$ cat src/verilog/motor_pkg.sv
package motor_pkg;

  // Added to a register address to mark a write access
  localparam logic [7:0] WRITE_FLAG = 8'h80;

  // General configuration
  localparam logic [7:0] GCONF      = 8'h00;
  localparam logic [7:0] GSTAT      = 8'h01;
  localparam logic [7:0] IOIN       = 8'h04;

  // Velocity dependent driver control
  localparam logic [7:0] IHOLD_IRUN = 8'h10;
  localparam logic [7:0] TPOWERDOWN = 8'h11;
  localparam logic [7:0] TSTEP      = 8'h12;
  localparam logic [7:0] TPWMTHRS   = 8'h13;
  localparam logic [7:0] TCOOLTHRS  = 8'h14;
  localparam logic [7:0] THIGH      = 8'h15;

  localparam logic [7:0] XDIRECT    = 8'h2d;
  localparam logic [7:0] VDCMIN     = 8'h33;

  // Microstep table
  localparam logic [7:0] MSLUT0     = 8'h60;
  localparam logic [7:0] MSLUT1     = 8'h61;
  localparam logic [7:0] MSLUT2     = 8'h62;
  localparam logic [7:0] MSLUT3     = 8'h63;
  localparam logic [7:0] MSLUT4     = 8'h64;
  localparam logic [7:0] MSLUT5     = 8'h65;
  localparam logic [7:0] MSLUT6     = 8'h66;
  localparam logic [7:0] MSLUT7     = 8'h67;
  localparam logic [7:0] MSLUTSEL   = 8'h68;
  localparam logic [7:0] MSLUTSTART = 8'h69;
  localparam logic [7:0] MSCNT      = 8'h6a;
  localparam logic [7:0] MSCURACT   = 8'h6b;

  // Driver and chopper
  localparam logic [7:0] CHOPCONF   = 8'h6c;
  localparam logic [7:0] COOLCONF   = 8'h6d;
  localparam logic [7:0] DCCTRL     = 8'h6e;
  localparam logic [7:0] DRV_STATUS = 8'h6f;
  localparam logic [7:0] PWMCONF    = 8'h70;
  localparam logic [7:0] PWM_SCALE  = 8'h71;
  localparam logic [7:0] ENCM_CTRL  = 8'h72;
  localparam logic [7:0] LOST_STEPS = 8'h73;

  // One SPI frame, sent MSB first
  typedef struct packed {
    logic [7:0]  addr;
    logic [31:0] data;
  } reg_write_t;

  // First byte shifted back by the chip
  typedef struct packed {
    logic [3:0] reserved;
    logic       standstill;
    logic       sg2;
    logic       driver_error;
    logic       reset_flag;
  } spi_status_t;

  localparam int SETUP_COUNT = 6;

  // Power-up register setup, off time 8 and blank time 1
  localparam reg_write_t SETUP_TABLE [SETUP_COUNT] = '{
    '{addr: GCONF + WRITE_FLAG,      data: 32'h0000_0000},
    '{addr: CHOPCONF + WRITE_FLAG,   data: 32'h300c_8188},
    '{addr: IHOLD_IRUN + WRITE_FLAG, data: 32'h0006_1909},
    '{addr: TPOWERDOWN + WRITE_FLAG, data: 32'h0000_000a},
    '{addr: TPWMTHRS + WRITE_FLAG,   data: 32'h0000_01f4},
    '{addr: PWMCONF + WRITE_FLAG,    data: 32'h0004_01c8}
  };

  // Bits needed to index n items
  function automatic int idx_width(input int n);
    return (n > 1) ? $clog2(n) : 1;
  endfunction

endpackage
$ cat src/verilog/motor_driver.sv
`timescale 1ns/1ps

module motor_driver import motor_pkg::*; #(
  parameter int NUM_DRIVERS = 12,
  parameter int SCLK_HALF   = 8,
  parameter int SPEED_WIDTH = 64
) (
  input  logic                   clk_in,
  input  logic                   reset_n_in,
  input  logic                   miso,
  input  logic                   step_enable,
  input  logic [SPEED_WIDTH-1:0] speed,
  output logic                   sclk,
  output logic                   mosi,
  output logic [NUM_DRIVERS-1:0] cs_n,
  output logic                   step,
  output logic                   config_done,
  output logic                   config_error
);

  localparam int IDX_W = idx_width(NUM_DRIVERS);

  // Sequencer to SPI master
  reg_write_t        frame;
  logic [IDX_W-1:0]  cs_index;
  logic              start;

  // SPI master back to sequencer
  logic              ready;
  logic              done;
  spi_status_t       reply_status;

  driver_config #(
    .NUM_DRIVERS (NUM_DRIVERS)
  ) u_driver_config (
    .clk_in       (clk_in),
    .reset_n_in   (reset_n_in),
    .ready        (ready),
    .done         (done),
    .reply_status (reply_status),
    .frame        (frame),
    .cs_index     (cs_index),
    .start        (start),
    .config_done  (config_done),
    .config_error (config_error)
  );

  spi_master #(
    .NUM_DRIVERS (NUM_DRIVERS),
    .SCLK_HALF   (SCLK_HALF)
  ) u_spi_master (
    .clk_in       (clk_in),
    .reset_n_in   (reset_n_in),
    .frame        (frame),
    .cs_index     (cs_index),
    .start        (start),
    .miso         (miso),
    .ready        (ready),
    .done         (done),
    .reply_status (reply_status),
    .sclk         (sclk),
    .mosi         (mosi),
    .cs_n         (cs_n)
  );

  step_generator #(
    .SPEED_WIDTH (SPEED_WIDTH)
  ) u_step_generator (
    .clk_in      (clk_in),
    .reset_n_in  (reset_n_in),
    .speed       (speed),
    .step_enable (step_enable),
    .config_done (config_done),
    .step        (step)
  );

endmodule

$ cat src/verilog/step_generator.sv
`timescale 1ns/1ps

module step_generator #(
  parameter int SPEED_WIDTH = 64
) (
  input  logic                   clk_in,
  input  logic                   reset_n_in,
  input  logic [SPEED_WIDTH-1:0] speed,
  input  logic                   step_enable,
  input  logic                   config_done,
  output logic                   step
);

  logic [SPEED_WIDTH-1:0] div_cnt;
  logic                   run;
  logic                   wrap;

  // No stepping until the drivers are configured
  assign run  = step_enable && config_done;

  // Half period ends after speed+1 cycles
  assign wrap = (div_cnt == speed);

  always_ff @(posedge clk_in or negedge reset_n_in) begin
    if (!reset_n_in) begin
      div_cnt <= '0;
    end else if (!run || wrap) begin
      div_cnt <= '0;
    end else begin
      div_cnt <= div_cnt + 1'b1;
    end
  end

  // Toggle stage gives a 50% square wave
  always_ff @(posedge clk_in or negedge reset_n_in) begin
    if (!reset_n_in) begin
      step <= 1'b0;
    end else if (!run) begin
      step <= 1'b0;
    end else if (wrap) begin
      step <= ~step;
    end
  end

endmodule

$ cat src/verilog/driver_config.sv
`timescale 1ns/1ps

module driver_config import motor_pkg::*; #(
  parameter int NUM_DRIVERS = 12,
  localparam int IDX_W      = idx_width(NUM_DRIVERS)
) (
  input  logic             clk_in,
  input  logic             reset_n_in,
  input  logic             ready,
  input  logic             done,
  input  spi_status_t      reply_status,
  output reg_write_t       frame,
  output logic [IDX_W-1:0] cs_index,
  output logic             start,
  output logic             config_done,
  output logic             config_error
);

  localparam int ENTRY_W = idx_width(SETUP_COUNT);

  typedef enum logic [1:0] {
    ST_ISSUE,
    ST_WAIT,
    ST_DONE
  } state_t;

  state_t               state;
  logic [ENTRY_W-1:0]   entry_idx;
  logic [IDX_W-1:0]     drv_idx;
  logic                 last_entry;
  logic                 last_driver;

  assign last_entry  = (entry_idx == ENTRY_W'(SETUP_COUNT - 1));
  assign last_driver = (drv_idx == IDX_W'(NUM_DRIVERS - 1));

  // Request goes out only while the SPI master is idle
  assign start       = (state == ST_ISSUE) && ready;

  assign frame       = SETUP_TABLE[entry_idx];
  assign cs_index    = drv_idx;
  assign config_done = (state == ST_DONE);

  always_ff @(posedge clk_in or negedge reset_n_in) begin
    if (!reset_n_in) begin
      state        <= ST_ISSUE;
      entry_idx    <= '0;
      drv_idx      <= '0;
      config_error <= 1'b0;
    end else begin
      case (state)
        ST_ISSUE: begin
          if (ready) begin
            state <= ST_WAIT;
          end
        end

        ST_WAIT: begin
          if (done) begin
            // Sticky, any driver reporting an error counts
            if (reply_status.driver_error) begin
              config_error <= 1'b1;
            end

            if (last_entry) begin
              entry_idx <= '0;
              if (last_driver) begin
                state <= ST_DONE;
              end else begin
                drv_idx <= drv_idx + 1'b1;
                state   <= ST_ISSUE;
              end
            end else begin
              entry_idx <= entry_idx + 1'b1;
              state     <= ST_ISSUE;
            end
          end
        end

        // All drivers set up, stay here until reset
        ST_DONE: begin
          state <= ST_DONE;
        end

        default: state <= ST_ISSUE;
      endcase
    end
  end

endmodule

$ cat src/verilog/spi_master.sv
`timescale 1ns/1ps

module spi_master import motor_pkg::*; #(
  parameter int NUM_DRIVERS = 12,
  parameter int SCLK_HALF   = 8,
  localparam int IDX_W      = idx_width(NUM_DRIVERS)
) (
  input  logic                   clk_in,
  input  logic                   reset_n_in,
  input  reg_write_t             frame,
  input  logic [IDX_W-1:0]       cs_index,
  input  logic                   start,
  input  logic                   miso,
  output logic                   ready,
  output logic                   done,
  output spi_status_t            reply_status,
  output logic                   sclk,
  output logic                   mosi,
  output logic [NUM_DRIVERS-1:0] cs_n
);

  localparam int FRAME_BITS = $bits(reg_write_t);
  localparam int DIV_W      = idx_width(SCLK_HALF);

  typedef enum logic [1:0] {
    ST_IDLE,
    ST_SETUP,
    ST_SHIFT,
    ST_HOLD
  } state_t;

  state_t                  state;
  logic [DIV_W-1:0]        div_cnt;
  logic [5:0]              bit_cnt;
  logic [FRAME_BITS-1:0]   tx_shift;
  logic [7:0]              rx_shift;
  logic [IDX_W-1:0]        cs_q;
  spi_status_t             status_q;

  logic tick;
  logic start_accept;
  logic fall_edge;
  logic rise_edge;
  logic frame_end;

  // One half period of sclk has elapsed
  assign tick         = (div_cnt == DIV_W'(SCLK_HALF - 1));
  assign start_accept = start && (state == ST_IDLE);
  assign fall_edge    = tick && ((state == ST_SETUP) || ((state == ST_SHIFT) && sclk));
  assign rise_edge    = tick && (state == ST_SHIFT) && !sclk;
  assign frame_end    = tick && (state == ST_HOLD);

  assign ready        = (state == ST_IDLE);
  assign reply_status = status_q;

  always_ff @(posedge clk_in or negedge reset_n_in) begin
    if (!reset_n_in) begin
      state   <= ST_IDLE;
      div_cnt <= '0;
      bit_cnt <= '0;
      sclk    <= 1'b1;
      mosi    <= 1'b0;
      done    <= 1'b0;
    end else begin
      done <= 1'b0;

      if ((state == ST_IDLE) || tick) begin
        div_cnt <= '0;
      end else begin
        div_cnt <= div_cnt + 1'b1;
      end

      case (state)
        ST_IDLE: begin
          if (start_accept) begin
            state   <= ST_SETUP;
            bit_cnt <= '0;
          end
        end
        // Chip select setup before the first falling edge
        ST_SETUP: begin
          if (fall_edge) begin
            state <= ST_SHIFT;
            sclk  <= 1'b0;
            mosi  <= tx_shift[FRAME_BITS-1];
          end
        end
        ST_SHIFT: begin
          if (fall_edge) begin
            sclk <= 1'b0;
            mosi <= tx_shift[FRAME_BITS-1];
          end else if (rise_edge) begin
            sclk    <= 1'b1;
            bit_cnt <= bit_cnt + 1'b1;
            if (bit_cnt == 6'(FRAME_BITS - 1)) begin
              state <= ST_HOLD;
            end
          end
        end
        // Hold chip select one half period after the last rising edge
        ST_HOLD: begin
          if (frame_end) begin
            state <= ST_IDLE;
            mosi  <= 1'b0;
            done  <= 1'b1;
          end
        end
        default: state <= ST_IDLE;
      endcase
    end
  end

  always_ff @(posedge clk_in) begin
    if (start_accept) begin
      tx_shift <= frame;
      cs_q     <= cs_index;
    end else if (fall_edge) begin
      tx_shift <= {tx_shift[FRAME_BITS-2:0], 1'b0};
    end

    // Status byte is the first eight bits back
    if (rise_edge && (bit_cnt < 6'd8)) begin
      rx_shift <= {rx_shift[6:0], miso};
    end

    if (frame_end) begin
      status_q <= spi_status_t'(rx_shift);
    end
  end

  // One-hot active low select of the addressed chip
  always_comb begin
    cs_n = '1;
    if (state != ST_IDLE) begin
      cs_n[cs_q] = 1'b0;
    end
  end

endmodule

$ cat config.mk
export PLATFORM = sky130hd
export DESIGN_NAME = motor_driver
export DESIGN_NICKNAME = d
export VERILOG_FILES = /design/src/verilog/motor_pkg.sv /design/src/verilog/motor_driver.sv /design/src/verilog/step_generator.sv /design/src/verilog/driver_config.sv /design/src/verilog/spi_master.sv
export SDC_FILE = /design/constraint.sdc
export NUM_CORES = 1
export LEC_CHECK = 0
export CAP_MARGIN = 20
export CORE_MARGIN = 8
export CORE_UTILIZATION = 40
export CTS_CLUSTER_SIZE = 12
export DETAILED_ROUTE_END_ITERATION = 6
export DONT_BUFFER_PORTS = 1
export PLACE_DENSITY = 0.57
export SYNTH_ARGS = -nofsm -noshare
export SYNTH_HDL_FRONTEND = slang
export SYNTH_HIERARCHICAL = 1
export SYNTH_SLANG_ARGS = --single-unit
export TNS_END_PERCENT = 100
$ cat constraint.sdc
create_clock -name clk_in -period 9.03 [get_ports clk_in]
set_clock_uncertainty 0.2 [all_clocks]
set_input_delay 1.3545 -clock clk_in [delete_from_list [all_inputs] [get_ports clk_in]]
set_output_delay 1.3545 -clock clk_in [all_outputs]
set_load 0.02 [all_outputs]
==> results of run 1 <==
## cells in the final DEF (no fill, tap or decap), types with 19 or more instances in the layout
cell       instances
a211oi_1          20
nor3_1            53
clkbuf_16         19
nand2_1           45
dfrtp_1           88
edfxtp_1          47
mux2_2            33
xnor2_1           26
xor2_1            82
inv_1             19
nand3_1           28
nor4_1            28
nand4_1           25
## final cells by class
class | count | area share
Clock buffer | 27 | 0.0640
Clock inverter | 5 | 0.00954
Sequential cell | 136 | 0.427
Tap cell | 265 | 0.0389
Timing Repair Buffer | 4 | 0.00352
Multi-Input combinational cell | 532 | 0.449
Inverter | 19 | 0.00837
## flip-flops by register name, summed over array words and instances, names as in the netlist, 3 cells and up
signal	flops
u_step_generator/div_cnt	64
u_spi_master/tx_shift	40
u_spi_master/bit_cnt	6
u_driver_config/cs_index	4
u_spi_master/cs_q	4
u_driver_config/entry_idx	3
u_spi_master/div_cnt	3
## per-stage QoR
step                      utilization  hold slack, ps  cell area, µm²  setup WS (ps)
after floorplan                     -             200            7920           5830
final                           0.439             218            8530           5490
after global routing            0.439             234            8530           5300
after global placement          0.407             206            7900           5300
after CTS                       0.439             222            8530           5500
after detailed placement        0.407             206            7900           5270
## metal layers
layer  vias to the layer above  GRT usage  share of wire
li1                       2595          -              -
met1                      2696      0.191           0.42
met2                       142      0.250           0.47
met3                        26     0.0629          0.086
met4                         0     0.0632          0.025
met5                         -          0              0
## critical path, stage by stage, from the launching register on
cell and delay, ps:
dfrtp_1 380, inv_1 110, ha_1 370, nor3b_1 430, nand2_1 260
## power breakdown
group	internal [mW]	switching, mW	leakage, nW	total (mW)
registers	0.636	0.0000469	1.65	0.636
logic	0.00721	0.00887	1.30	0.0161
clock network	0.470	0.259	0.304	0.729
## worst paths after layout
| check | slack, ps | end | startpoint |
|---|---|---|---|
| worst max-delay path | 5490 | cs_n[10] | u_spi_master/state[0] |
| worst min-delay path | 220 | u_spi_master/rx_shift[1] | u_spi_master/rx_shift[0] |
| worst max register to register | 5850 | u_step_generator/div_cnt[55] | u_step_generator/div_cnt[2] |
| worst min register to register | 220 | u_spi_master/rx_shift[1] | u_spi_master/rx_shift[0] |
| max in group asynchronous | 8020 | u_spi_master/sclk | reset_n_in |
| min in group asynchronous | 430 | u_driver_config/cs_index[3] | reset_n_in |
==> impl_metrics.ini, run 1 <==
[status]
status = completed

[placed_design]
port_buffers = 0
dp.final_hpwl_um = 13100
numPlacedInstances = 956
place_congestion = 0.873

[grt]
grt_pass1_wl_um = 30000
grt_pass1_vias = 5473
antenna_found_initial = 0
grt_max_degree = 90
grt-ovfl-total = 0
grt_usage = 0.159

[die]
initial_core_util = 0.406
ios = 85
num_rows = 51
core_um2 = 19400
design.die.area_um2 = 24400
die_w_um = 156
die_y_um = 156

[sta]
final.setup.tns_ps = 0
hold_viol_final = 0
worst_pin_slew_ps = 893
finalCriticalPeriod_ps = 3540
period_share = 0.392
relSlewSlack = 0.400
setup_viol = 0
slew_viol_final = 0
rsz0062_at_grt = no
fmax_mhz = 283

[clock_network]
post_cts_buffers = 0
clock-sinks = 136
htreeDepth = 4
clk_path_buf_depth = 2
cts_root_buffer = clkbuf_16
ctsResizeCount = 0
cts_tree = built
insertion_delay_ps = 420
numCtsBuffers = 17
clk_pin_slew_ps = 60
hold_buffers = 0

[yosys]
syn_area_per_cell_um2 = 10.6
yosys_warnings = 6
mappedNetlistArea_um2 = 7870
synth_cells = 739

[pwr]
power.density_nw_per_um2 = 162
p_leak_nw = 3.25
max-vdd-ir-drop_mv = 0.131
power_mw = 1.38

[finish]
nets = 794
fin_cells = 988
multi_input_area_um2 = 3830
n_antenna_cell = 0
nFillCells = 1872
drive_gt1_frac = 0.123
syn2layout_area_growth_pct = 8.35
regArea_um2 = 3640

[critical_path]
reg2reg_depth = 5
criticalPathCategory = reg -> out
cp-end-kind = output pin
critPathLaunchType = register
path_max_fanout = 13
cp.required_ps = 7480
arrival_ps = 1980

[drt]
drcViolationCount = 0
routed_via_density = 5.53
drt_iter0_markers = 353
drtAntennaViolNets = 0
routedWlPerCell_um = 19.0
vias = 5459
drt-pass1-iter-count = 5
drt-total-wl_um = 18800

[hold_path]
hp-class = reg -> reg
hold_depth = 0

[flow_run]
max-cap-violations = 0
Power figures use the tool's default switching activity.
==> run 2, diff against run 1 <==
Settings changed: PLACE_DENSITY 0.57 to 0.59.
Clock period 9.03 ns to 3.14 ns, I/O delays scaled along.
==> impl_metrics.ini, run 2 (same netlist as run 1, synthesis figures left out) <==
[critical_path]
critPathLaunchType = register
criticalPathCategory = reg -> reg
r2r_end = u_step_generator/div_cnt[55]
cp-end-kind = register
path_buf_inv = 0
r2r-start = u_step_generator/div_cnt[10]
cp.required_ps = 3270
critPathSlowestCell = or4_4
arrival_ps = 2940
reg2reg_depth = 5
cpLargestDelayFamily = simple AND/OR/NAND/NOR gates
worst-path-stages = 5
path_max_fanout = 23
regToRegSetupSlack_ps = 330
cp_cell_sequence = and4_1 -> nand4_4 -> or4_4 -> or4_1 -> a211oi_1
crit_path_max_incr_delay_ps = 680

[sta]
slew_viol_final = 0
rsz0062_at_grt = no
final.setup.tns_ps = 0
holdWs_ps = 228
worst_pin_slew_ps = 639
fmax_mhz = 355
relSlewSlack = 0.573
setup_viol = 0
finalCriticalPeriod_ps = 2810
hold_viol_final = 0
period_share = 0.896

[finish]
layout_commonest_cell = dfrtp_1
syn2layout_area_growth_pct = 10.1
n_antenna_cell = 0
largest_register = u_step_generator/div_cnt
fin_cells = 999
design_area_um2 = 8670
nFillCells = 1862
reg_top3 = u_step_generator/div_cnt: 64 flops, u_spi_master/tx_shift: 40 flops, u_spi_master/bit_cnt: 6 flops
drive_gt1_frac = 0.136
multi_input_area_um2 = 3830
nets = 805
largest_reg_flops = 64
final_cell_mix = dfrtp_1, xor2_1, nor3_1, edfxtp_1, nand2_1
regArea_um2 = 3640

[pwr]
p_comb_frac = 0.019
p_sw_mw = 0.836
pwr-share-seq = 0.459
max-vdd-ir-drop_mv = 0.372
p_int_mw = 3.15
power.density_nw_per_um2 = 460
power.share.clock = 0.522
p_leak_nw = 3.33
power_mw = 3.99
netSwitchingFraction = 0.210

[drt]
routedWlPerCell_um = 18.6
drt-total-wl_um = 18600
drcViolationCount = 0
routed_via_density = 5.53
drt_iter0_markers = 308
drtAntennaViolNets = 0
vias = 5526
drt-pass1-iter-count = 4

[clock_network]
numCtsBuffers = 17
ctsResizeCount = 0
post_cts_buffers = 0
hold_buffers = 4
clk_pin_slew_ps = 60
clock-sinks = 136
cts_tree = built
htreeDepth = 4
cts_root_buffer = clkbuf_16
clk_path_buf_depth = 2
insertion_delay_ps = 420

[die]
die_w_um = 156
core_um2 = 19400
design.die.area_um2 = 24400
ios = 85
num_rows = 51
initial_core_util = 0.406
die_y_um = 156

[grt]
grt_pass1_wl_um = 30000
grt_max_degree = 90
grt_usage = 0.158
antenna_found_initial = 0
grt-ovfl-total = 0
grt_pass1_vias = 5609

[placed_design]
placed_cell_area_um2 = 7990
numPlacedInstances = 963
place_congestion = 0.935
dp.final_hpwl_um = 13400
port_buffers = 0

[hold_path]
min_from = u_spi_master/rx_shift[0]
min_to = u_spi_master/rx_shift[1]
hold_depth = 0
hp-class = reg -> reg

[flow_run]
max-cap-violations = 0

[status]
status = completed
==> run 2: worst max path at each step <==
stage | from | end
floorplan | u_spi_master/state[0] | u_spi_master/tx_shift[0]
global placement | u_step_generator/div_cnt[34] | u_step_generator/div_cnt[54]
detailed placement | u_step_generator/div_cnt[34] | u_step_generator/div_cnt[54]
CTS | u_step_generator/div_cnt[10] | u_step_generator/div_cnt[55]
global route | u_step_generator/div_cnt[10] | u_step_generator/div_cnt[55]
finish | u_step_generator/div_cnt[10] | u_step_generator/div_cnt[55]
==> run 2: power by group through the flow <==
stage | sequential [mW] | combinational, mW | clock, mW
final | 1.83 | 0.0762 | 2.08
after floorplan | 1.86 | 0.0458 | 0
after detailed placement | 1.86 | 0.0459 | 0
after global routing | 1.83 | 0.0856 | 2.19
after global placement | 1.86 | 0.0467 | 0
after CTS | 1.83 | 0.0782 | 2.13
==> run 2: area by class of cell <==
cell class              count  share of cell area
flip-flops and latches    136               0.420
clock buffers              21              0.0569
clock inverters            11              0.0147
multi-input cells         532               0.441
repair buffers             15              0.0205
well taps                 265              0.0383
inverters                  19             0.00823
==> run 2: metrics by stage <==
stage,worst slack [ps],utilization
CTS,334,0.447
finish,326,0.447
detailed placement,330,0.412
global placement,419,0.412
floorplan,279,-
global route,184,0.447
==> run 2: routing by layer <==
layer  up-vias  share of wire  GRT usage
met5         -              0          0
met4         0          0.021     0.0549
met3        22          0.084     0.0684
met2       132           0.47      0.247
met1      2749           0.43      0.190
li1       2623              -          -
==> run 3, diff against run 2 <==
Settings changed: CELL_PAD_IN_SITES_DETAIL_PLACEMENT set to 1, CELL_PAD_IN_SITES_GLOBAL_PLACEMENT set to 1, PLACE_DENSITY 0.59 to 0.75.
==> impl_metrics.ini, run 3 (same netlist as run 1, synthesis figures left out) <==
[flow_run]
max-cap-violations = 0

[finish]
n_antenna_cell = 0
layout_commonest_cell = dfrtp_1
drive_gt1_frac = 0.132
syn2layout_area_growth_pct = 9.86
final_cell_mix = dfrtp_1, xor2_1, nor3_1, edfxtp_1, nand2_1
nets = 804
largest_reg_flops = 64
reg_top3 = u_step_generator/div_cnt: 64 flops, u_spi_master/tx_shift: 40 flops, u_spi_master/bit_cnt: 6 flops
largest_register = u_step_generator/div_cnt
fin_util = 0.446

[critical_path]
path_max_fanout = 23
cp.required_ps = 3250
regToRegSetupSlack_ps = 240
arrival_ps = 3010
critPathLaunchType = register
criticalPathCategory = reg -> reg
cp-end-kind = register

[die]
core_um2 = 19400
die_y_um = 156
initial_core_util = 0.406
ios = 85
die_w_um = 156
design.die.area_um2 = 24400
num_rows = 51

[clock_network]
insertion_delay_ps = 420
cts_root_buffer = clkbuf_16
htreeDepth = 4
clk_path_buf_depth = 2
clk_pin_slew_ps = 60
cts_tree = built
clock-sinks = 136
numCtsBuffers = 17

[sta]
period_share = 0.923
hold_viol_final = 0
rsz0062_at_grt = no
slew_viol_final = 0
finalCriticalPeriod_ps = 2900
final.setup.tns_ps = 0
fmax_mhz = 345
worst_pin_slew_ps = 795
setup_viol = 0
relSlewSlack = 0.468

[drt]
drt-total-wl_um = 21000
routed_via_density = 5.66
drcViolationCount = 0
drt_iter0_markers = 288
routedWlPerCell_um = 21.0
drt-pass1-iter-count = 4
drtAntennaViolNets = 0
vias = 5649

[grt]
grt_busiest_layer = met2
grt_max_degree = 90
grt_usage = 0.179
antenna_found_initial = 0
grt_pass1_wl_um = 34100
met2_usage = 0.286
met1_usage = 0.211
grt_pass1_vias = 6138
grt-ovfl-total = 0
met3_usage = 0.0706

[pwr]
power.density_nw_per_um2 = 464
p_leak_nw = 3.32
max-vdd-ir-drop_mv = 0.355

[placed_design]
port_buffers = 0
dp.final_hpwl_um = 15100
place_congestion = 0.934

[hold_path]
hp-class = in -> reg

[status]
status = completed
[run 3: cell count changes in the layout (fill, tap and decap cells not counted), moves of 2 or more]
| cell | delta |
|---|---|
| clkbuf_1 | +3 |
| clkbuf_8 | +2 |
| clkinv_2 | +2 |
| inv_4 | -3 |
| inv_6 | -4 |
[run 3: critical path, stage by stage (launching register included)]
cell and delay, ps:
dfrtp_1 450, and4_1 390, nand4_4 230, or4_4 690, or4_1 520, a211oi_1 300
[run 3: layer usage]
layer / wire length (µm) / vias to the layer above
li1: - / 2606
met1: 8700 / 2881
met2: 10100 / 132
met3: 1570 / 30
met4: 610 / 0
met5: 0 / -
[run 3: final timing paths]
| check | startpoint | endpoint | depth (start not counted) |
|---|---|---|---|
| worst max register to register | u_step_generator/div_cnt[10] | u_step_generator/div_cnt[55] | 5 |
| worst max-delay path | u_step_generator/div_cnt[10] | u_step_generator/div_cnt[55] | 5 |
| max in group asynchronous | reset_n_in | u_step_generator/div_cnt[57] | 2 |
| min in group asynchronous | reset_n_in | u_driver_config/cs_index[0] | 2 |
| worst min-delay path | step_enable | u_step_generator/step | 2 |
| worst min register to register | u_spi_master/rx_shift[0] | u_spi_master/rx_shift[1] | 0 |
[run 3: what timing repair did]
action | in CTS | in global routing
hold endpoints to repair | 90 | 0
hold buffers | 3 | 0
buffers inserted | 0 | 0
resized for setup | 0 | 0
[run 3: layout make-up]
cell class	count	area, µm²
clock buffer	25	507
clock inverter	7	114
fill	2128	10800
inverter	19	71.3
multi-input combinational	532	3830
sequential	136	3640
tap	265	332
timing repair buffer	14	155
[run 3: where the power goes]
part | switching (mW) | leakage [nW] | internal [mW]
sequential | 0.000159 | 1.65 | 1.83
clock | 0.744 | 0.306 | 1.36
combinational | 0.0506 | 1.36 | 0.0259
[run 3: per-stage QoR]
stage          instances  hold slack (ps)  setup WS (ps)  instance area, µm²  power (mW)
6_report             998             22.0            243                8640        4.01
5_1_grt              998             3.91            150                8640        4.14
4_1_cts              998             4.84            280                8640        4.06
3_5_place_dp         963            -18.2            293                7980        1.91
3_3_place_gp         963            -18.0            452                7980        1.91
2_1_floorplan        753            -24.6            279                7920        1.91
